### config.mk
export PLATFORM = sky130hd
export DESIGN_NAME = chan_slice
export DESIGN_NICKNAME = d
export VERILOG_FILES = /design/src/chan_slice.sv
export SDC_FILE = /design/constraint.sdc
export NUM_CORES = 1
export LEC_CHECK = 0
export ABC_AREA = 0
export BUFFER_PORTS_ARGS = -buffer_cell sky130_fd_sc_hd__buf_2
export CAP_MARGIN = 20
export CORE_AREA = 3 3 40 42
export DETAILED_ROUTE_END_ITERATION = 8
export DIE_AREA = 0 0 43 45
export REMOVE_ABC_BUFFERS = 1
export SLEW_MARGIN = 30
export SYNTH_ARGS = -nofsm -noshare
export SYNTH_HDL_FRONTEND = slang
export SYNTH_SLANG_ARGS = --single-unit
### constraint.sdc
create_clock -name clk -period 1.55 [get_ports clk]
set_input_delay 0.0775 -clock clk [delete_from_list [all_inputs] [get_ports clk]]
set_output_delay 0.0775 -clock clk [all_outputs]
set_load 0.03 [all_outputs]
### src/chan_slice.sv
`default_nettype none
`timescale 1ns/1ps

module chan_slice #(
	parameter type payload_t = logic
) (
	input  logic     clk,
	input  logic     rst,
	input  payload_t in_data,
	input  logic     in_valid,
	output logic     in_ready,
	output payload_t out_data,
	output logic     out_valid,
	input  logic     out_ready
);

	// head drives the output, tail catches the skid beat
	payload_t   head_q;
	payload_t   tail_q;
	logic [1:0] cnt_q;
	logic [1:0] cnt_nxt;
	logic       push;
	logic       pop;

	assign push      = in_valid && in_ready;
	assign pop       = out_valid && out_ready;
	assign out_valid = cnt_q != 2'd0;
	assign out_data  = head_q;

	// occupancy after this edge
	always_comb begin
		cnt_nxt = cnt_q;
		if (push && !pop)
			cnt_nxt = cnt_q + 2'd1;
		else if (pop && !push)
			cnt_nxt = cnt_q - 2'd1;
	end

	// ready comes from a flop, no path from out_ready
	always_ff @(posedge clk) begin
		if (rst) begin
			cnt_q    <= 2'd0;
			in_ready <= 1'b0;
		end else begin
			cnt_q    <= cnt_nxt;
			in_ready <= cnt_nxt != 2'd2;
		end
	end

	// entries
	always_ff @(posedge clk) begin
		// empty, or one leaving while one arrives
		if (push && (cnt_q == 2'd0 || (cnt_q == 2'd1 && pop)))
			head_q <= in_data;
		else if (pop && cnt_q == 2'd2)
			head_q <= tail_q;
		// head busy, park the new beat
		if (push && cnt_q == 2'd1 && !pop)
			tail_q <= in_data;
	end

endmodule

`default_nettype wire

# ---- After elaboration in Yosys (flattened, before gate mapping)
# Cells that the tools add are included.
dict set report totals {
  regBits 5
  input_bits 5
  out_inout_bits 3
  elab_cells 28
}
dict set report classes {
  addsub 2
  n_eq_ne 3
  n_mux 4
  n_reduce_logical 15
}
# cell count
set ops {}
lappend ops {{1-bit logical AND} 9}
lappend ops {{2-bit 2-to-1 mux} 2}
lappend ops {{2-bit nonzero test} 2}
lappend ops {{2-bit by 1-bit adder with 2-bit output (second input constant)} 1}
lappend ops {{2-bit by 1-bit equality test with 1-bit output (second input constant)} 1}
lappend ops {{2-bit equality test (second input constant)} 1}
lappend ops {{1-bit logical NOT} 2}
lappend ops {{2-bit logical NOT} 1}
lappend ops {{1-bit 2-to-1 mux} 2}
lappend ops {{2-bit inequality test (second input constant)} 1}
lappend ops {{2-bit by 1-bit subtractor with 2-bit output (second input constant)} 1}
lappend ops {{1-bit logical OR} 1}

# ---- Logic depth before layout (Yosys ltp)
# Gate-level depths: netlist of the first run.
dict set report logic_depth {
  depth_word 6
  depth_mapped 6
  ltp_nobuf 6
}

# ---- Worst setup path after synthesis of the first run
# OpenSTA, ideal clock, no wires.
dict set report synth_path {
  kind {register to register}
  from {register cnt_q[0]}
  to {register head_q (netlist: out_data) (data pin)}
  setup_ns 0.262
  arrival_ns 1.135
  required_ns 1.288
  path_slack_ns 0.153
  path_stages_with_launch 6
  path_buffers 0
  synth_period_minus_slack_ns 1.397
  cell_sequence {dfxtp_1 inv_1 ha_1 a21oi_1 nor2_1 mux2_1}
}
dict set report synth_between {
  elab_chain_len 6
  word_cells_on_any_way 8
  classes_between {eq/ne (1); mux (1); reduce/logical (6)}
}
# item line
set synth_lines {}
lappend synth_lines {{start: declaration} 20} ;# logic [1:0] cnt_q;
lappend synth_lines {{start signal: assignment} 45} ;# cnt_q <= cnt_nxt;
lappend synth_lines {{2-bit nonzero test} 27} ;# assign out_valid = cnt_q != 2'd0;
lappend synth_lines {{1-bit logical AND} 26} ;# assign pop = out_valid && out_ready;
lappend synth_lines {{1-bit logical AND} 53} ;# if (push && (cnt_q == 2'd0 || (cnt_q == 2'd1 && pop)))
lappend synth_lines {{1-bit logical OR *} 53}
lappend synth_lines {{1-bit logical AND *} 53}
lappend synth_lines {{1-bit 2-to-1 mux *} 53}
lappend synth_lines {{end signal: assignment} 54} ;# head_q <= in_data;
lappend synth_lines {{end signal: assignment} 56} ;# head_q <= tail_q;
lappend synth_lines {{end: declaration} 18} ;# payload_t head_q;
# Mark *: on every way between the ends. The rest lies on a longest branch, timed or not.
# A chain may end at the register's enable or synchronous reset.

# ---- Final worst setup path of the first run
dict set report layout_path {
  from {register cnt_q[0]}
  to {register cnt_q[1]}
}
dict set report layout_between {
  elab_chain_len 5
  word_cells_on_any_way 9
  classes_between {add/sub (2); mux (2); reduce/logical (5)}
}
# item line
set layout_lines {}
lappend layout_lines {{branches (longest 4 deep; another with 2-bit by 1-bit subtractor with 2-bit output)} n/a}
lappend layout_lines {{2-bit 2-to-1 mux *} 33} ;# if (push && !pop)
# Mark *: on every way between the ends.

==> flow_metrics.tcl, run 1 <==
set metrics [dict create \
    status "finished, final reports clean" \
    p_total_uw 871 \
    min_from "rst" \
    ant_nets 0 \
    path_clk_slew_ns 0.04 \
    p_leak_nw 0.203 \
    synth.distinct_cells 19 \
    fin_skew_ns 0.00216 \
    gp_congestion 0.779 \
    cts_buffer_depth 2 \
    crit_chain "inv_1 > ha_1 > and2b_4 > a21o_1 > a21oi_1 > a311oi_1" \
    criticalPathCategory "register to register" \
    grt_overflow 0 \
    dieArea_um2 1940 \
    rr_worst_depth 6 \
    tightest_slew_ns 0.228 \
    drv_cap 0 \
    die_h_um 45 \
    cts_buffers 3 \
    critical_path_required_ns 1.70 \
    rsz0062_at_grt "no" \
    grt_usage_pct 8.42 \
    crit_buf_inv 1 \
    r2r_setup_slack_ns 0.11 \
    synthArstFlopShare_pct 0 \
    multi_input_area_um2 206 \
    initialDrtViolationCount 0 \
    wl_um 612 \
    rr_startpoint "cnt_q[0]" \
    cts_tree "built" \
    diodes 0 \
    layout_common_cells "buf_2, inv_1, nor2_1" \
    max-vdd-ir-drop_v 0.000833 \
    hold_viol_final 0 \
    synth_seq_cells 5 \
    slew_headroom_pct 84.7 \
    drc 0 \
    slowest_delay_ns 0.35 \
    num-fill-cells 135 \
    layout_min_cycle_time_ns 1.44 \
    slowest_stage "dfxtp_2" \
    initial_core_util_pct 26.6 \
    vias 272 \
    fin_nets 56 \
    dp_hpwl_um 493 \
    vias_per_cell 4.39 \
    clkSinkCount 5 \
    yosysWarnings 0 \
    antenna_found_initial 0 \
    hp-class "primary input to register" \
    coreArea_um2 1280 \
    min_path_cells 2 \
    cts_setup_buffers 0 \
    finalSetupViolCount 0 \
    post-route-period-util_pct 92.9 \
    io_pins 8 \
    fmax_mhz 695 \
    firstDrtPassIters 1 \
    seq_area_frac_synth_pct 35.2 \
    mostFrequentLayoutCell "buf_2" \
    holdPathEnd "cnt_q[0]" \
    syn_to_final_growth_pct 26.0 \
    syn_inst 35 \
    cellPowerDensity_nw_per_um2 2020 \
    worstReg2RegEnd "cnt_q[1]" \
    clock_latency_ns 0.25 \
    wl_per_cell_um 9.87 \
    synth_edf_count 2 \
    seqCellArea_um2 121 \
    setup_tns_ns 0 \
    synth_ff_type "dfxtp_1" \
    port_buffers 7 \
    rows 13 \
    die_width_um 43 \
    first_global_vias 275 \
    cp.arrival_ns 1.59 \
    startpoint_type "register" \
    cp_max_fo 5 \
    avgSynthCellArea_um2 9.76 \
    grt_max_degree 6 \
    critical_path.top_delay_family "compound AO/OA/AOI/OAI gates" \
    ctsHtreeMaxLevel 1 \
    drv_slew 0 \
    synth_area_um2 342 \
    grt_pass1_wl_mm 1.10 \
    drive_above_1_share_pct 36.2 \
    end_kind "register" \
    clock-root-buffer "clkbuf_4" \
]
logic make-up after synthesis:
family,count (synthesis),share of synthesized area (%)
AO/OA/AOI/OAI,7,15.0
XOR/XNOR,2,7.33
adder cells (fa/ha/maj),3,11.0
buffers and inverters,4,4.39
flip-flops,5,35.2
multiplexers,2,6.23
AND/OR/NAND/NOR,12,20.9
layout make-up:
class	instances	area share [%]
multi-input cells	26	48.0
flip-flops and latches	5	28.2
repair buffers	8	9.88
clock buffers	4	6.10
well taps	15	4.36
inverters	4	3.49
state kept, by name, indices dropped and copies added, names as in the netlist:
| name | count |
|---|---|
| cnt_q | 2 |
| in_ready | 1 |
| out_data | 1 |
| tail_q | 1 |
where the power goes:
part | total (mW) | switching (mW) | internal, mW | leakage, nW
sequential | 0.210 | 0.0273 | 0.182 | 0.0436
combinational | 0.507 | 0.277 | 0.229 | 0.144
clock | 0.155 | 0.0575 | 0.0976 | 0.0150
total | 0.871 | 0.362 | 0.509 | 0.203
cell usage after synthesis (2+ instances only):
cell      number  area (µm²)
inv_1          4        15.0
o21ai_0        2        10.0
nand2_1        3        11.3
nand3_1        2        10.0
dfxtp_1        3        60.1
ha_1           3        37.5
edfxtp_1       2        60.1
a21oi_1        2        10.0
nor2_1         4        15.0
worst max path at each step:
stage | slack, ns | to | startpoint | cells past startpoint
5_1_grt | 0.005 | cnt_q[1] | cnt_q[0] | 6
3_3_place_gp | 0.07 | cnt_q[1] | cnt_q[0] | 6
2_1_floorplan | 0.15 | out_data | cnt_q[0] | 5
6_report | 0.11 | cnt_q[1] | cnt_q[0] | 6
3_5_place_dp | 0.06 | cnt_q[1] | cnt_q[0] | 6
4_1_cts | 0.04 | cnt_q[1] | cnt_q[0] | 6
metal layers:
metal,share of wire (%),vias up,global-route usage (%)
li1,-,143,-
met1,42,115,7.51
met2,43,9,12.3
met3,12,5,7.97
met4,3.8,0,5.42
met5,0,-,0
through the flow:
stage | cells | util, % | hold WS (ns) | setup slack (ns) | cell area [µm²]
floorplan | 35 | - | 0.144 | 0.153 | 342
global placement | 58 | 31.4 | 0.275 | 0.0722 | 403
detailed placement | 58 | 31.4 | 0.278 | 0.0578 | 403
CTS | 62 | 33.4 | 0.0112 | 0.0401 | 429
global route | 62 | 33.5 | 0.0169 | 0.00478 | 430
finish | 62 | 33.5 | 0.0172 | 0.110 | 430
timing repair:
item / CTS / global route
gates resized for setup: 0 / 1
hold buffers: 0 / 0
setup endpoints to repair: 0 / 3
hold endpoints to repair: 0 / 0
(Power assumes the default switching activity.)
==> run 2: changes to the inputs <==
- BUFFER_PORTS_ARGS: -buffer_cell sky130_fd_sc_hd__buf_2 -> default
- DONT_BUFFER_PORTS: default -> 1
==> flow_metrics.tcl, run 2 (synthesis gave the netlist of run 1 again) <==
set metrics [dict create \
    hp-class "primary input to register" \
    slew_headroom_pct 80.7 \
    drc 0 \
    stdcell_count 59 \
    dp_slack_ns 0.103 \
    critical_path.top_delay_family "flip-flops" \
    r2r_setup_slack_ns 0.13 \
    ant_nets 0 \
    rr_startpoint "cnt_q[1]" \
    cp_max_fo 5 \
    vias_per_cell 4.39 \
    cellPowerDensity_nw_per_um2 2020 \
    setup_slack_ns 0.130 \
    coreArea_um2 1280 \
    crit_buf_inv 1 \
    grt_usage_pct 8.10 \
    rows 13 \
    fin_nets 53 \
    die_width_um 43 \
    vias 259 \
    cts_buffer_depth 2 \
    path_clk_slew_ns 0.05 \
    ctsHtreeMaxLevel 1 \
    tightest_slew_ns 0.290 \
    post-route-period-util_pct 91.6 \
    rr_worst_depth 5 \
    antenna_found_initial 0 \
    utilization_pct 33.5 \
    firstDrtPassIters 2 \
    min_path_cells 1 \
    cts_setup_buffers 0 \
    max-vdd-ir-drop_v 0.000816 \
    layout_common_cells "inv_1, nor2_1" \
    dp.cells 53 \
    io_pins 8 \
    port_buffers 0 \
    status "finished, final reports clean" \
    min_from "in_data" \
    wl_per_cell_um 10.5 \
    gp_congestion 0.766 \
    initial_core_util_pct 26.6 \
    drv_slew 0 \
    finalSetupViolCount 0 \
    grt_overflow 0 \
    layout_min_cycle_time_ns 1.42 \
    holdPathEnd "out_data" \
    fmax_mhz 704 \
    slowest_delay_ns 0.36 \
    holdWs_ns 0.0519 \
    critical_path_required_ns 1.54 \
    cp.arrival_ns 1.41 \
    p_leak_nw 0.192 \
    initialDrtViolationCount 4 \
    hold_viol_final 0 \
    dpl_cell_area_um2 383 \
    cts_tree "built" \
    largest_reg_flops 2 \
    die_h_um 45 \
    fin_area_um2 430 \
    wl_um 619 \
    dp_hpwl_um 498 \
    clock-root-buffer "clkbuf_4" \
    drv_cap 0 \
    top_register "cnt_q" \
    startpoint_type "register" \
    grt_max_degree 6 \
    drive_above_1_share_pct 27.3 \
    clock_latency_ns 0.24 \
    crit_chain "inv_1 > ha_1 > a21oi_1 > nor2_1 > mux2_1" \
    clkSinkCount 5 \
    end_kind "register" \
    setup_tns_ns 0 \
    fin_skew_ns 0.00516 \
    grt_pass1_wl_mm 1.11 \
    diodes 0 \
    worstReg2RegEnd "out_data" \
    first_global_vias 285 \
    dieArea_um2 1940 \
    cts_buffers 3 \
    rsz0062_at_grt "no" \
    slowest_stage "dfxtp_1" \
    criticalPathCategory "register to register" \
    num-fill-cells 137 \
    syn_to_final_growth_pct 26.0 \
    p_total_uw 868 \
]
[run 2: worst max-delay path by stage]
stage              from  endpoint  slack, ns  depth (start not counted)
2_1_floorplan  cnt_q[0]  out_data       0.15                          5
3_3_place_gp   cnt_q[0]  out_data       0.12                          5
3_5_place_dp   cnt_q[0]  out_data       0.10                          5
4_1_cts        cnt_q[0]  cnt_q[1]        0.1                          6
5_1_grt        cnt_q[1]  out_data       0.02                          5
6_report       cnt_q[1]  out_data       0.13                          5
[run 2: what timing repair did]
action                     in CTS  in global routing
resized for setup               0                  1
hold endpoints to repair        4                  0
setup endpoints to repair       0                  2
hold buffers                    2                  0
[run 2: final cells by class]
class / count / area [µm²] / share of cell area [%]
well taps: 15 / 18.8 / 4.36
multi-input cells: 26 / 206 / 48.0
clock buffers: 4 / 26.3 / 6.10
inverters: 4 / 15.0 / 3.49
flip-flops and latches: 5 / 121 / 28.2
repair buffers: 5 / 42.5 / 9.88
[run 2: power by group]
part / total (mW) / internal (mW) / switching [mW]
registers: 0.231 / 0.183 / 0.0475
clock network: 0.153 / 0.0975 / 0.0551
logic: 0.485 / 0.235 / 0.250
total: 0.868 / 0.515 / 0.353
[run 2: routing by layer]
metal | part of all wire (%) | wire length [µm] | GRT usage (%)
met5 | 0 | 0 | 0
met4 | 0 | 0 | 0
met3 | 10 | 63 | 8.37
met2 | 46 | 283 | 12.9
met1 | 44 | 272 | 8.01
==> run 3: changes to the inputs <==
- SKIP_LAST_GASP: default -> 1
- clock period: 1.55 -> 1.4 ns (I/O delays scaled with it)
==> flow_metrics.tcl, run 3 (synthesis gave the netlist of run 1 again) <==
set metrics [dict create \
    status "finished, final reports clean" \
    diodes 0 \
    mostFrequentLayoutCell "buf_4" \
    power.internal_uw 652 \
    drv_slew 0 \
    grt_busiest_layer "met2" \
    largest_reg_flops 2 \
    cts_buffers 3 \
    slew_headroom_pct 81.2 \
    criticalPathCategory "register to register" \
    finalSetupViolCount 0 \
    clock-root-buffer "clkbuf_4" \
    startpoint_type "register" \
    clkSinkCount 5 \
    clock_latency_ns 0.24 \
    die_h_um 45 \
    cts_tree "built" \
    coreArea_um2 1280 \
    drc 0 \
    syn_to_final_growth_pct 34.8 \
    p_leak_nw 0.201 \
    critical_path_required_ns 1.39 \
    layout_min_cycle_time_ns 1.34 \
    crit_chain "inv_2 > ha_2 > a21oi_1 > nor2_1 > mux2_1" \
    wl_um 715 \
    fin_nets 55 \
    wl_per_cell_um 11.7 \
    p_clk_share_pct 15.5 \
    initial_core_util_pct 26.6 \
    antenna_found_initial 0 \
    max-vdd-ir-drop_v 0.000803 \
    cellPowerDensity_nw_per_um2 2350 \
    top_register "cnt_q" \
    hold_viol_final 0 \
    fmax_mhz 744 \
    stdcell_count 61 \
    path_clk_slew_ns 0.04 \
    initialDrtViolationCount 2 \
    slowest_stage "dfxtp_1" \
    p_sw_uw 427 \
    rows 13 \
    drive_above_1_share_pct 37.0 \
    dieArea_um2 1940 \
    ant_nets 0 \
    dp_slack_ns -0.0101 \
    first_global_vias 289 \
    cts_setup_buffers 0 \
    hp-class "primary input to register" \
    ctsHtreeMaxLevel 1 \
    tightest_slew_ns 0.282 \
    power_frac_seq_pct 22.5 \
    port_buffers 0 \
    crit_buf_inv 1 \
    end_kind "register" \
    cp.arrival_ns 1.33 \
    grt_usage_pct 8.69 \
    gp_congestion 0.794 \
    grt_use_met3_pct 6.77 \
    switching_share_pct 39.6 \
    grt_overflow 0 \
    layout_common_cells "buf_4, nor2_1, inv_1, nand2_1, clkbuf_4" \
    cts_buffer_depth 2 \
    cp_max_fo 3 \
    grt_max_degree 6 \
    post-route-period-util_pct 96.1 \
    firstDrtPassIters 4 \
    drv_cap 0 \
    grt_pass1_wl_mm 1.17 \
    rsz0062_at_grt "yes" \
    vias 272 \
    slowest_delay_ns 0.33 \
    fin_skew_ns 0.00291 \
    critical_path.top_delay_family "flip-flops" \
    die_width_um 43 \
    grt_use_met1_pct 9.25 \
    dp_hpwl_um 545 \
    setup_slack_ns 0.0552 \
    vias_per_cell 4.46 \
    io_pins 8 \
    combPwrFrac_pct 62.0 \
    dp.cells 55 \
    grtUsageMet2_pct 12.9 \
]
[run 3: cell types whose count changed in the layout (fill, tap and decap cells not counted), sizes merged]
cell / previous run / this run
buf: 3 / 5
[run 3: cell type report]
| cell class | count | area (µm²) |
|---|---|---|
| fillers | 141 | 825 |
| multi-input cells | 26 | 221 |
| flip-flops and latches | 5 | 121 |
| repair buffers | 7 | 57.6 |
| clock buffers | 4 | 26.3 |
| well taps | 15 | 18.8 |
| inverters | 4 | 15.0 |
[run 3: final timing paths]
check        slack, ns      from  endpoint  cells after the start
min reg2reg       0.54    tail_q  out_data                      1
max               0.06  cnt_q[1]  out_data                      5
min               0.04   in_data  out_data                      1
max reg2reg       0.06  cnt_q[1]  out_data                      5
[run 3: metrics by stage]
step	util [%]	TNS, ns	hold slack [ns]	total power [mW]	instance area (µm²)
6_report	35.8	0	0.0373	1.08	460
2_1_floorplan	-	0	0.136	0.671	342
3_5_place_dp	31.0	-0.0101	0.141	0.837	398
4_1_cts	34.8	0	0.0289	1.03	447
5_1_grt	35.8	-0.0114	0.0170	1.18	460
3_3_place_gp	31.0	0	0.139	0.827	398
[run 3: timing repair]
action	4_1_cts	5_1_grt
hold endpoints to repair	4	0
endpoints found under the setup margin	2	5
hold buffers	2	0
resized for setup	1	5
[run 3: power groups by stage]
| stage | registers, mW | clock network [mW] | logic [mW] |
|---|---|---|---|
| floorplan | 0.263 | 0 | 0.408 |
| finish | 0.243 | 0.167 | 0.669 |
| CTS | 0.239 | 0.174 | 0.616 |
| global placement | 0.239 | 0 | 0.587 |
| global route | 0.251 | 0.189 | 0.742 |
| detailed placement | 0.241 | 0 | 0.595 |
[run 3: per-layer routing]
metal,up-vias,wire length [µm]
met3,0,76
li1,143,-
met5,-,0
met1,119,294
met2,10,343
met4,0,0
