`src/npc_mem_params.svh`:
```
`ifndef NPC_MEM_PARAMS_SVH
`define NPC_MEM_PARAMS_SVH

// ****************************************
// bus widths
// ****************************************

// byte address width on every address channel
`define NPC_ADDR_W 32
// one beat is one 64-bit word
`define NPC_DATA_W 64

// ****************************************
// sram and responses
// ****************************************

// depth in 8-byte words
`define NPC_SRAM_WORDS 256
`define NPC_RESP_OKAY 2'd0
`define NPC_RESP_SLVERR 2'd2

`endif

```
`src/npc_mem_pkg.sv`:
```
`default_nettype none

`include "npc_mem_params.svh"

package npc_mem_pkg;

	// ****************************************
	// fixed burst attributes
	// ****************************************

	// only 8-byte beats
	localparam logic [2:0] SIZE_8B = 3'd3;
	// only incrementing bursts
	localparam logic [1:0] BURST_INCR = 2'b01;

	// ****************************************
	// channel payloads
	// ****************************************

	// shared by ar and aw
	typedef struct packed {
		logic [`NPC_ADDR_W-1:0] addr;
		// beats minus one
		logic [7:0]             len;
		logic [2:0]             size;
		logic [1:0]             burst;
	} mem_addr_t;

	// read beat
	typedef struct packed {
		logic [`NPC_DATA_W-1:0] data;
		logic [1:0]             resp;
		logic                   last;
	} mem_r_t;

	// write beat, one strobe bit per byte
	typedef struct packed {
		logic [`NPC_DATA_W-1:0]   data;
		logic [`NPC_DATA_W/8-1:0] strb;
		logic                     last;
	} mem_w_t;

	// write response
	typedef struct packed {
		logic [1:0] resp;
	} mem_b_t;

endpackage

`default_nettype wire

```
`src/mem_arbiter.sv`:
```
`default_nettype none
`timescale 1ns/1ps

module mem_arbiter import npc_mem_pkg::*; (
	input  logic      clk,
	input  logic      rst,
	// fetch read port
	input  mem_addr_t fetch_ar,
	input  logic      fetch_ar_valid,
	output logic      fetch_ar_ready,
	output mem_r_t    fetch_r,
	output logic      fetch_r_valid,
	input  logic      fetch_r_ready,
	// load-store read port
	input  mem_addr_t lsu_ar,
	input  logic      lsu_ar_valid,
	output logic      lsu_ar_ready,
	output mem_r_t    lsu_r,
	output logic      lsu_r_valid,
	input  logic      lsu_r_ready,
	// load-store write port
	input  mem_addr_t lsu_aw,
	input  logic      lsu_aw_valid,
	output logic      lsu_aw_ready,
	input  mem_w_t    lsu_w,
	input  logic      lsu_w_valid,
	output logic      lsu_w_ready,
	output mem_b_t    lsu_b,
	output logic      lsu_b_valid,
	input  logic      lsu_b_ready,
	// slave side
	output mem_addr_t mem_ar,
	output logic      mem_ar_valid,
	input  logic      mem_ar_ready,
	input  mem_r_t    mem_r,
	input  logic      mem_r_valid,
	output logic      mem_r_ready,
	output mem_addr_t mem_aw,
	output logic      mem_aw_valid,
	input  logic      mem_aw_ready,
	output mem_w_t    mem_w,
	output logic      mem_w_valid,
	input  logic      mem_w_ready,
	input  mem_b_t    mem_b,
	input  logic      mem_b_valid,
	output logic      mem_b_ready
);

	typedef enum logic [1:0] {
		ARB_IDLE,
		ARB_GRANT,
		ARB_DATA
	} arb_state_t;

	arb_state_t state;
	// read owner, 1 means load-store
	logic       owner_lsu;
	// port served by the last ar transfer
	logic       last_lsu;
	logic       pick_lsu;
	logic       granted;
	logic       in_data;

	assign granted = state == ARB_GRANT;
	assign in_data = state == ARB_DATA;

	// ****************************************
	// round robin pick
	// ****************************************

	// on a tie the port not served last wins
	always_comb begin
		if (fetch_ar_valid && lsu_ar_valid)
			pick_lsu = !last_lsu;
		else
			pick_lsu = lsu_ar_valid;
	end

	always_ff @(posedge clk) begin
		if (rst) begin
			state     <= ARB_IDLE;
			owner_lsu <= 1'b0;
			// so fetch wins the first tie
			last_lsu  <= 1'b1;
		end else begin
			case (state)
				ARB_IDLE: begin
					// grant is registered, request goes out next cycle
					if (fetch_ar_valid || lsu_ar_valid) begin
						state     <= ARB_GRANT;
						owner_lsu <= pick_lsu;
					end
				end
				ARB_GRANT: begin
					if (mem_ar_valid && mem_ar_ready) begin
						state    <= ARB_DATA;
						last_lsu <= owner_lsu;
					end
				end
				ARB_DATA: begin
					// hold the owner until the last beat leaves
					if (mem_r_valid && mem_r_ready && mem_r.last)
						state <= ARB_IDLE;
				end
				default: state <= ARB_IDLE;
			endcase
		end
	end

	// ****************************************
	// read steering
	// ****************************************

	assign mem_ar         = owner_lsu ? lsu_ar : fetch_ar;
	assign mem_ar_valid   = granted && (owner_lsu ? lsu_ar_valid : fetch_ar_valid);
	assign fetch_ar_ready = granted && !owner_lsu && mem_ar_ready;
	assign lsu_ar_ready   = granted && owner_lsu && mem_ar_ready;

	// beat payload goes to both, valid only to the owner
	assign fetch_r       = mem_r;
	assign lsu_r         = mem_r;
	assign fetch_r_valid = in_data && !owner_lsu && mem_r_valid;
	assign lsu_r_valid   = in_data && owner_lsu && mem_r_valid;
	assign mem_r_ready   = in_data && (owner_lsu ? lsu_r_ready : fetch_r_ready);

	// ****************************************
	// write path, load-store only
	// ****************************************

	assign mem_aw       = lsu_aw;
	assign mem_aw_valid = lsu_aw_valid;
	assign lsu_aw_ready = mem_aw_ready;
	assign mem_w        = lsu_w;
	assign mem_w_valid  = lsu_w_valid;
	assign lsu_w_ready  = mem_w_ready;
	assign lsu_b        = mem_b;
	assign lsu_b_valid  = mem_b_valid;
	assign mem_b_ready  = lsu_b_ready;

endmodule

`default_nettype wire

```
`config.mk`:
```
export PLATFORM = sky130hd
export DESIGN_NAME = mem_arbiter
export DESIGN_NICKNAME = d
export VERILOG_FILES = /design/src/npc_mem_pkg.sv /design/src/mem_arbiter.sv
export VERILOG_INCLUDE_DIRS = /design/src
export SDC_FILE = /design/constraint.sdc
export NUM_CORES = 1
export LEC_CHECK = 0
export ABC_CLOCK_PERIOD_IN_PS = 3300
export BUFFER_PORTS_ARGS = -buffer_cell sky130_fd_sc_hd__buf_2
export CAP_MARGIN = 20
export CORE_AREA = 2 2 237 239
export CTS_BUF_LIST = sky130_fd_sc_hd__clkbuf_4 sky130_fd_sc_hd__clkbuf_8
export DETAILED_ROUTE_END_ITERATION = 10
export DIE_AREA = 0 0 239 241
export SLEW_MARGIN = 5
export SYNTH_ARGS = -nofsm -noshare
export SYNTH_HDL_FRONTEND = slang
export SYNTH_SLANG_ARGS = --single-unit
```
`constraint.sdc`:
```
create_clock -name clk -period 3.3 [get_ports clk]
set_clock_uncertainty 0.05 [all_clocks]
set_input_delay 0.495 -clock clk [delete_from_list [all_inputs] [get_ports clk]]
set_output_delay 0.495 -clock clk [all_outputs]
set_load 0.01 [all_outputs]
```
; ---- Yosys cells after proc, flatten, opt, wreduce, memory -nomap -nowiden
; Cells that the tools add are included.
[op_classes]
eq_ne = 5
muxes = 8
n_reduce_logical = 21
[ops]
columns = cell, count
row1 = two-way mux 45 bit, 1
row2 = logical AND 1 bit, 14
row3 = two-way mux 2 bit, 3
row4 = case mux 2 bit (3 select lines), 1
row5 = "inequality test 2 x 1 -> 1 bit, second input constant", 2
row6 = AND reduction 2 bit, 2
row7 = two-way mux 1 bit, 3
row8 = AND reduction 3 bit, 1
row9 = "== test 2 x 1 -> 1 bit, second input constant", 1
row10 = "== test 2 bit, second input constant", 1
row11 = logical NOT 1 bit, 2
row12 = logical NOT 2 bit, 1
row13 = "inequality test 2 bit, second input constant", 1
row14 = logical OR 1 bit, 1
[word_totals]
register_bits = 4
word_cells = 37
in_bits = 291

; ---- Depth between registers and ports, before layout
; Gate-level depths: netlist of run 1.
[logic_depth]
depth_word = 6
ltp_mapped = 4
ltp_nobuf = 3

; ---- Worst setup path before layout of run 1
; OpenSTA, ideal clock, no wires.
[synth_path]
path_type = register to output
start = register owner_lsu
end = output port mem_ar[0] (netlist bit)
required_time_ns = 2.755
path_stages_with_launch = 4
arrival_ns = 0.992
n_path_buf = 2
path_slack_ns = 1.763
path_cell_list = dfxtp_1 -> buf_4 -> buf_2 -> mux2_2
[synth_rtl]
columns = item, line_no
row1 = "start, declared", mem_arbiter.sv:57  ; logic owner_lsu;
row2 = "start signal, assigned", mem_arbiter.sv:91  ; owner_lsu <= pick_lsu;
row3 = "end, declared", mem_arbiter.sv:32  ; output mem_addr_t mem_ar,

; ---- Final worst setup path of run 1
[layout_path]
start = register owner_lsu
end = output port mem_ar_valid
[layout_via]
elab_chain_cells = 2
[layout_lines]
columns = item, line_no
row1 = two-way mux 1 bit, mem_arbiter.sv:115  ; assign mem_ar_valid = granted && (owner_lsu ? lsu_ar_valid : fetch_ar_valid);
row2 = logical AND 1 bit, mem_arbiter.sv:115
row3 = "end, declared", mem_arbiter.sv:33  ; output logic mem_ar_valid,
; No other way between the ends.

==> metrics.txt, run 1 <==
result of the run completed; Critical Path RT roughly 2.8 ns; later-pin clock latency in the skew report approximately 0.22 ns; share of final-layout standard cells stronger than drive strength 1 87.4%; GRT met2 Usage roughly 7.3%; multiplexer fraction of the synthesized cell area around 19%; layout overhead on the synthesized area -10.0%; average wire per cell in the routed design between 10 and 15 µm; dominant combinational cell family by area after synthesis buffers and inverters; TritonCTS clock tree built; leading post-synthesis cells by cell area sky130_fd_sc_hd__buf_4, sky130_fd_sc_hd__mux2_2, sky130_fd_sc_hd__dfxtp_1, sky130_fd_sc_hd__buf_2, sky130_fd_sc_hd__mux2i_1; antenna violation net count after detailed routing 0; classification of the worst setup path reg -> out; hold buffer count at cts 0; area share of fa/ha/maj cells after synthesis 0%; final hold violation count 0; wire length of the first global-routing pass 12.7 mm; maximum capacitance violations 0; number of buffers inserted by post-CTS setup repair 0; final estimated routing congestion in global placement around 0.61; proportion of synthesized flip-flops having asynchronous set or reset 0%; Clock Sinks 4; combined global-route utilization of all metal layers ~3.3%; class of the most critical hold timing path reg -> reg; leading cell type by number of instances after synthesis sky130_fd_sc_hd__buf_4; clock root buffer master sky130_fd_sc_hd__clkbuf_8; share of total power consumed by net switching between 30% and 40%; Max Freq ~0.45 GHz; DR iter-0 viols 37; post-layout util about 4.5%; number of vias per cell 1.89; Die H around 240 µm; Top Usage Layer GRT met2; cell internal power dissipation ~260 µW; Post-Route Setup TNS 0 ns; area fraction in and, or, nand and nor cells after synthesis 2.76%; number of setup violations in the final report 0; cell type contributing the most total cell area after synthesis sky130_fd_sc_hd__buf_4; top fanout value on the critical path 31; instance area at placement approximately 2400 µm²; Slew HR 64.5%; post-layout total power approximately 400 µW; Die ar. about 58000 µm²; commonest cells in the netlist sky130_fd_sc_hd__buf_4, sky130_fd_sc_hd__mux2_2, sky130_fd_sc_hd__buf_2, sky130_fd_sc_hd__nor2_1, sky130_fd_sc_hd__dfxtp_1; ratio of total power to cell area 163 nW/µm²; global route total overflow 0; average footprint of a synthesized cell 7.97 µm²; H-Tree Level Count 1; Post-synth EDFFs 0; Unique masters post-synth 19; fin. max-slew vios 0; core area roughly 55000 µm²; P_leak just under 0.9 nW; vias after detailed routing around 1800; routing usage on met3 slightly below 3%; number of iterations in the first detailed-routing pass 5; count of input and output buffers 151; kind of end point of the critical path output pin; transition time of the tightest slew-check pin approximately 0.53 ns; remaining routing DRC violations 0; Synth Area in Compound Gates under 10%; number of buffers created by CTS 3; Routed Wire Length 11.4 mm; placed cell count around 930; maximum number of pins on one net before global-route repair 32; final cell count without fillers ~940; CTS clock-pin slew for the worst setup and hold paths around 0.030 ns; area share of the largest cell type after synthesis 72.1%; antenna violations before repair 9; share of the clock period used by the worst path 67.5%; DIE WIDTH between 200 and 250 µm; row count between 80 and 90; power share of the clock group a little over a quarter; global routing met1 resource utilization 0.792%; instance count of the mapped netlist 341; share of total power in combinational logic around three fifths; Non-Filler Cell Area, Final roughly 2400 µm²; post-synthesis sequential area ratio roughly 3%; RSZ-0062 raised after global routing false; Max VDD drop between 0.00009 and 0.0001 V; vias in the first global route approximately 1700; number of nets in the finished design around 520; Netlist Area Pre-Place about 2700 µm²; time the worst path needs with I/O delays and setup between 2 and 2.5 ns; total of flip-flops plus latches after synthesis 4; crit path launch type flop; CTS resizes 0; initial cell density of the core just under 5%; top-level I/O count between 600 and 700; Mapped Nets between 600 and 700; worst endpoint data arrival time 1.68 ns; DP HPWL just under 10 mm; deepest clock path buffer count 2; post-synthesis xor/xnor area fraction 0%; prevailing post-synth register cell sky130_fd_sc_hd__dfxtp_1; synthesis warning total 0; power spent charging and discharging nets 138 µW; part of the power in registers between 10% and 20%
## logic make-up (layout without fill, tap and decap cells)
group,Yosys count,in the layout
buf+inv,268,157
mux,47,47
simple gates,15,15
compound gates,7,7
flops,4,4
other cells,0,5
## per-stage QoR
step                      hold slack [ns]  worst slack [ns]
after floorplan                     0.421              1.76
after global placement              0.452              1.24
after detailed placement            0.452              1.24
after CTS                           0.456              1.01
after global routing                0.469              1.01
final                               0.455              1.07
## worst max-delay path: stages (launching register included)
cell and delay, ns:
sky130_fd_sc_hd__dfxtp_2 0.66, sky130_fd_sc_hd__buf_12 0.26, sky130_fd_sc_hd__mux2i_1 0.30, sky130_fd_sc_hd__nor3b_1 0.09, sky130_fd_sc_hd__buf_2 0.15
## flip-flops by register name, indices dropped and copies added, names as in the netlist
| name | flops |
|---|---|
| state | 2 |
| last_lsu | 1 |
| owner_lsu | 1 |
## cell type report
cell class	instances	area [µm²]
clock buffers	3	41.3
well taps	704	881
multi-input cells	69	646
repair buffers	152	776
flip-flops and latches	4	81.3
inverters	2	7.51
diodes	5	12.5
fillers	6492	52400
## layer usage
| metal | share of wire (%) | vias up |
|---|---|---|
| met4 | 8.2 | 0 |
| met2 | 54 | 417 |
| met5 | 0 | - |
| li1 | - | 602 |
| met3 | 24 | 100 |
| met1 | 14 | 652 |
## cells in the final DEF, fill, tap and decap left out, drive strengths merged, types with 2 or more instances in the layout
cell | netlist | routed
a21oi | 3 | 3
diode | 0 | 5
clkbuf | 0 | 3
nor2 | 5 | 5
dfxtp | 4 | 4
mux2i | 2 | 2
nor2b | 2 | 2
mux2 | 45 | 45
nand2 | 3 | 3
buf | 266 | 152
inv | 2 | 2
## worst paths after layout
path	start	endpoint	slack, ns	cells after the start
worst min register to register	last_lsu$_SDFFE_PP1P_	last_lsu$_SDFFE_PP1P_	0.46	2
worst max-delay path	owner_lsu$_SDFFE_PP0P_	mem_ar_valid	1.07	4
worst min-delay path	last_lsu$_SDFFE_PP1P_	last_lsu$_SDFFE_PP1P_	0.46	2
worst max register to register	owner_lsu$_SDFFE_PP0P_	last_lsu$_SDFFE_PP1P_	1.67	4
## power groups by stage
stage,Clock (mW),Combinational [mW],Sequential [mW]
2_1_floorplan,0,0.439,0.0551
3_3_place_gp,0,0.231,0.0627
3_5_place_dp,0,0.232,0.0629
4_1_cts,0.107,0.233,0.0622
5_1_grt,0.112,0.248,0.0630
6_report,0.104,0.231,0.0624
(Power assumes the default switching activity.)
==> inputs of run 2 (changes only) <==
Settings changed: ABC_CLOCK_PERIOD_IN_PS 3300 to 2200, CORE_AREA 2 2 237 239 to 2 2 233 235, DIE_AREA 0 0 239 241 to 0 0 235 237.
Clock period 3.3 ns to 2.2 ns, I/O delays scaled along.
==> metrics.txt, run 2 (synthesis gave the netlist of run 1 again) <==
result of the run completed; Biggest register state; DR iter-0 viols 8; launch point of the worst path owner_lsu$_SDFFE_PP0P_; wire length of the first global-routing pass ~14 mm; Max Used Layer met4; post-layout total power 594 µW; layout overhead on the synthesized area -10.6%; RSZ-0062 raised after global routing false; Max Freq 0.509 GHz; Hold WS around 0.29 ns; total length of routed met2 wires 5.90 mm; CTS clock-pin slew for the worst setup and hold paths roughly 0.030 ns; Critical Path RT around 1.8 ns; initial cell density of the core under 10%; Die ar. around 56000 µm²; classification of the worst setup path reg -> out; time the worst path needs with I/O delays and setup about 2 ns; DIE WIDTH 235 µm; kind of end point of the critical path output pin; leading cell types in the layout, fill and taps excluded sky130_fd_sc_hd__buf_2, sky130_fd_sc_hd__mux2_2, sky130_fd_sc_hd__nor2_1; reg-to-reg critical path endpoint last_lsu$_SDFFE_PP1P_; later-pin clock latency in the skew report approximately 0.22 ns; Hold Startpoint rst; number of vias per cell between 1.5 and 2; final hold violation count 0; crit path launch type flop; vias in the first global route between 1500 and 2000; number of buffers created by CTS 3; R2R Setup Slk 0.78 ns; top-level I/O count about 600; count of input and output buffers about 150; R2R Path Start owner_lsu$_SDFFE_PP0P_; depth of the worst register-to-register path 4; Antenna diodes 0; remaining routing DRC violations 0; worst endpoint data arrival time ~1.6 ns; class of the most critical hold timing path in -> reg; met3 wire length ~2.8 mm; maximum capacitance violations 0; share of the clock period used by the worst path between 80% and 90%; final estimated routing congestion in global placement ~0.64; Slew HR 79.5%; ratio of total power to cell area about 240 nW/µm²; antenna violation net count after detailed routing 0; P_leak 0.881 nW; CTS resizes 0; DP HPWL slightly above 10 mm; number of iterations in the first detailed-routing pass 2; Worst Hold Path Cells 2; end of the worst hold path state[1]$_SDFFE_PP0P_; combined global-route utilization of all metal layers under 10%; number of nets in the finished design 524; vias after detailed routing between 1500 and 2000; global route total overflow 0; core area between 50000 and 60000 µm²; Die H ~240 µm; Clock Sinks 4; share of final-layout standard cells stronger than drive strength 1 between 80 and 90%; antenna violations before repair 1; average wire per cell in the routed design between 10 and 15 µm; deepest clock path buffer count 2; top fanout value on the critical path 32; Routed Wire Length about 11 mm; hold buffer count at cts 0; biggest registers after layout state x2, last_lsu x1, owner_lsu x1; fin. max-slew vios 0; Post-Route Setup TNS 0 ns; number of buffers inserted by post-CTS setup repair 0; clock root buffer master sky130_fd_sc_hd__clkbuf_8; TritonCTS clock tree built; maximum number of pins on one net before global-route repair 33; number of setup violations in the final report 0; transition time of the tightest slew-check pin 0.308 ns; Max VDD drop 0.000128 V; flip-flop count of the largest register, all copies and words added 2; met1 wire length between 1.5 and 2 mm; H-Tree Level Count 1; commonest non-fill, non-tap cell in the layout sky130_fd_sc_hd__buf_2; row count between 80 and 90
==> run 2: worst max-delay path by stage <==
stage,slack (ns),endpoint,cells after the start
floorplan,0.83,mem_ar[0],3
global placement,0.38,mem_r_ready,4
detailed placement,0.34,mem_r_ready,4
CTS,0.11,mem_r_ready,4
global route,0.08,mem_r_ready,4
finish,0.23,mem_r_ready,4
==> run 2: layout make-up <==
cell class / count / area [µm²]
repair buffers: 153 / 783
flip-flops and latches: 4 / 81.3
clock buffers: 3 / 41.3
inverters: 2 / 7.51
fillers: 6310 / 50900
well taps: 696 / 871
multi-input cells: 69 / 646
==> run 2: stage by stage <==
stage / utilization, % / area [µm²] / worst slack, ns / std cells
global placement: 4.48 / 2390 / 0.378 / 924
finish: 4.56 / 2430 / 0.235 / 927
CTS: 4.56 / 2430 / 0.110 / 927
floorplan: - / 2720 / 0.828 / 341
global route: 4.56 / 2430 / 0.0778 / 927
detailed placement: 4.48 / 2390 / 0.339 / 924
==> run 2: report_power, final <==
group          internal [mW]  switching, mW
Combinational          0.196          0.154
Clock                  0.117         0.0384
Sequential            0.0786        0.00999
Total                  0.391          0.203
==> run 2: per-layer routing <==
layer / vias up / global-route usage [%]
li1: 599 / -
met1: 635 / 1.24
met2: 370 / 7.22
met3: 75 / 3.68
met4: 0 / 2.72
met5: - / 0
==> run 2: worst max-delay path: stages, from the launching register on <==
cell,delay (ns)
sky130_fd_sc_hd__dfxtp_2,0.49
sky130_fd_sc_hd__buf_12,0.24
sky130_fd_sc_hd__mux2i_1,0.13
sky130_fd_sc_hd__nor2b_1,0.29
sky130_fd_sc_hd__buf_2,0.21
==> inputs of run 3 (changes only) <==
Settings changed: CAP_MARGIN 20 to 5, PLACE_DENSITY set to 0.31.
==> metrics.txt, run 3 (synthesis gave the netlist of run 1 again) <==
result of the run completed; DIE WIDTH 235 µm; average wire per cell in the routed design approximately 12 µm; deepest clock path buffer count 2; fin. max-slew vios 0; Top Usage Layer GRT met2; P_leak roughly 0.9 nW; row count 85; stage delay of the slowest cell on the critical path between 0.4 and 0.5 ns; DP HPWL between 9 and 10 mm; TritonCTS clock tree built; number of nets in the finished design between 500 and 600; Slowest-stage cell, CP sky130_fd_sc_hd__mux2_2; part of the power in registers roughly 14%; remaining routing DRC violations 0; placed cell count around 920; clock root buffer master sky130_fd_sc_hd__clkbuf_8; count of input and output buffers around 150; GRT met2 Usage under 10%; wire length of the first global-routing pass 14.0 mm; combined global-route utilization of all metal layers 3.56%; commonest non-fill, non-tap cell in the layout sky130_fd_sc_hd__buf_2; power spent charging and discharging nets roughly 210 µW; share of total power in combinational logic roughly 60%; DR iter-0 viols 35; number of setup violations in the final report 0; Post-Route Setup TNS 0 ns; biggest registers after layout state x2, last_lsu x1, owner_lsu x1; final hold violation count 0; Routed Wire Length between 10 and 15 mm; vias in the first global route 1941; core area around 53000 µm²; power share of the clock group about 26%; Hold WS between 0.3 and 0.4 ns; Die H approximately 240 µm; H-Tree Level Count 1; CTS resizes 0; maximum number of pins on one net before global-route repair 48; crit path launch type flop; number of vias per cell about 1.8; classification of the worst setup path reg -> out; leading cell types in the layout, fill and taps excluded sky130_fd_sc_hd__buf_2, sky130_fd_sc_hd__mux2_2, sky130_fd_sc_hd__nor2_1; cell internal power dissipation roughly 400 µW; Max Freq 0.555 GHz; RSZ-0062 raised after global routing false; Critical Path RT about 1.8 ns; flip-flop count of the largest register, all copies and words added 2; transition time of the tightest slew-check pin about 0.22 ns; CTS clock-pin slew for the worst setup and hold paths approximately 0.030 ns; critical-path cell list buf_12 -> mux2_2 -> buf_2; number of buffers created by CTS 3; top-level I/O count 602; final cell count without fillers around 930; Biggest register state; maximum capacitance violations 0; worst endpoint data arrival time about 1.4 ns; share of final-layout standard cells stronger than drive strength 1 slightly below 90%; Die ar. approximately 56000 µm²; Max VDD drop 0.0000977 V; global route total overflow 0; antenna violation net count after detailed routing 0; share of total power consumed by net switching a little over a third; Slew HR between 80% and 90%; global routing met1 resource utilization between 1.5 and 2%; post-layout util under 10%; Clock Sinks 4; number of buffers inserted by post-CTS setup repair 0; initial cell density of the core around 5.1%; vias after detailed routing between 1500 and 2000; layout overhead on the synthesized area -10.5%; number of iterations in the first detailed-routing pass 2; final estimated routing congestion in global placement 0.669; post-layout total power 602 µW; top fanout value on the critical path 47; antenna violations before repair 3; class of the most critical hold timing path in -> reg; hold buffer count at cts 0; kind of end point of the critical path output pin; later-pin clock latency in the skew report between 0.2 and 0.25 ns; ratio of total power to cell area approximately 250 nW/µm²; time the worst path needs with I/O delays and setup 1.80 ns; share of the clock period used by the worst path just over 80%; routing usage on met3 between 2 and 3%
==> run 3: cell types whose count changed in the layout (fill, tap and decap cells not counted), sizes merged <==
cell / before / now
diode: 0 / 1
==> run 3: worst max-delay path, delay by kind of cell (launching register included) <==
family   cells  cell delay (ns)
flops        1             0.34
mux          1             0.42
buf+inv      2             0.41
==> run 3: metal layers <==
layer / vias to the layer above / part of all wire [%]
met5: - / 0
li1: 603 / -
met4: 0 / 9.9
met3: 99 / 20
met1: 648 / 17
met2: 356 / 53
==> run 3: through the flow <==
| step | setup WS, ns | area [µm²] |
|---|---|---|
| 3_5_place_dp | 0.633 | 2390 |
| 6_report | 0.400 | 2430 |
| 3_3_place_gp | 0.654 | 2390 |
| 2_1_floorplan | 0.828 | 2720 |
| 5_1_grt | 0.368 | 2430 |
| 4_1_cts | 0.396 | 2430 |
==> run 3: final timing paths <==
check,from,end,slack [ns],depth (start not counted)
worst min-delay path,rst,state[1]$_SDFFE_PP0P_,0.30,2
worst max-delay path,owner_lsu$_SDFFE_PP0P_,mem_ar[5],0.40,3
worst max register to register,owner_lsu$_SDFFE_PP0P_,last_lsu$_SDFFE_PP1P_,0.89,4
worst min register to register,last_lsu$_SDFFE_PP1P_,last_lsu$_SDFFE_PP1P_,0.45,2
==> run 3: layout make-up <==
type,count,area (µm²)
Tap cell,696,871
Multi-Input combinational cell,69,646
Clock buffer,3,41.3
Antenna cell,1,2.50
Fill cell,6335,50900
Inverter,2,7.51
Sequential cell,4,81.3
Timing Repair Buffer,153,783
==> run 3: power by group through the flow <==
stage / logic, mW / registers, mW / clock network (mW)
after global placement: 0.368 / 0.0855 / 0
after global routing: 0.390 / 0.0852 / 0.165
after detailed placement: 0.369 / 0.0858 / 0
final: 0.363 / 0.0848 / 0.154
after CTS: 0.371 / 0.0850 / 0.159
after floorplan: 0.658 / 0.0826 / 0
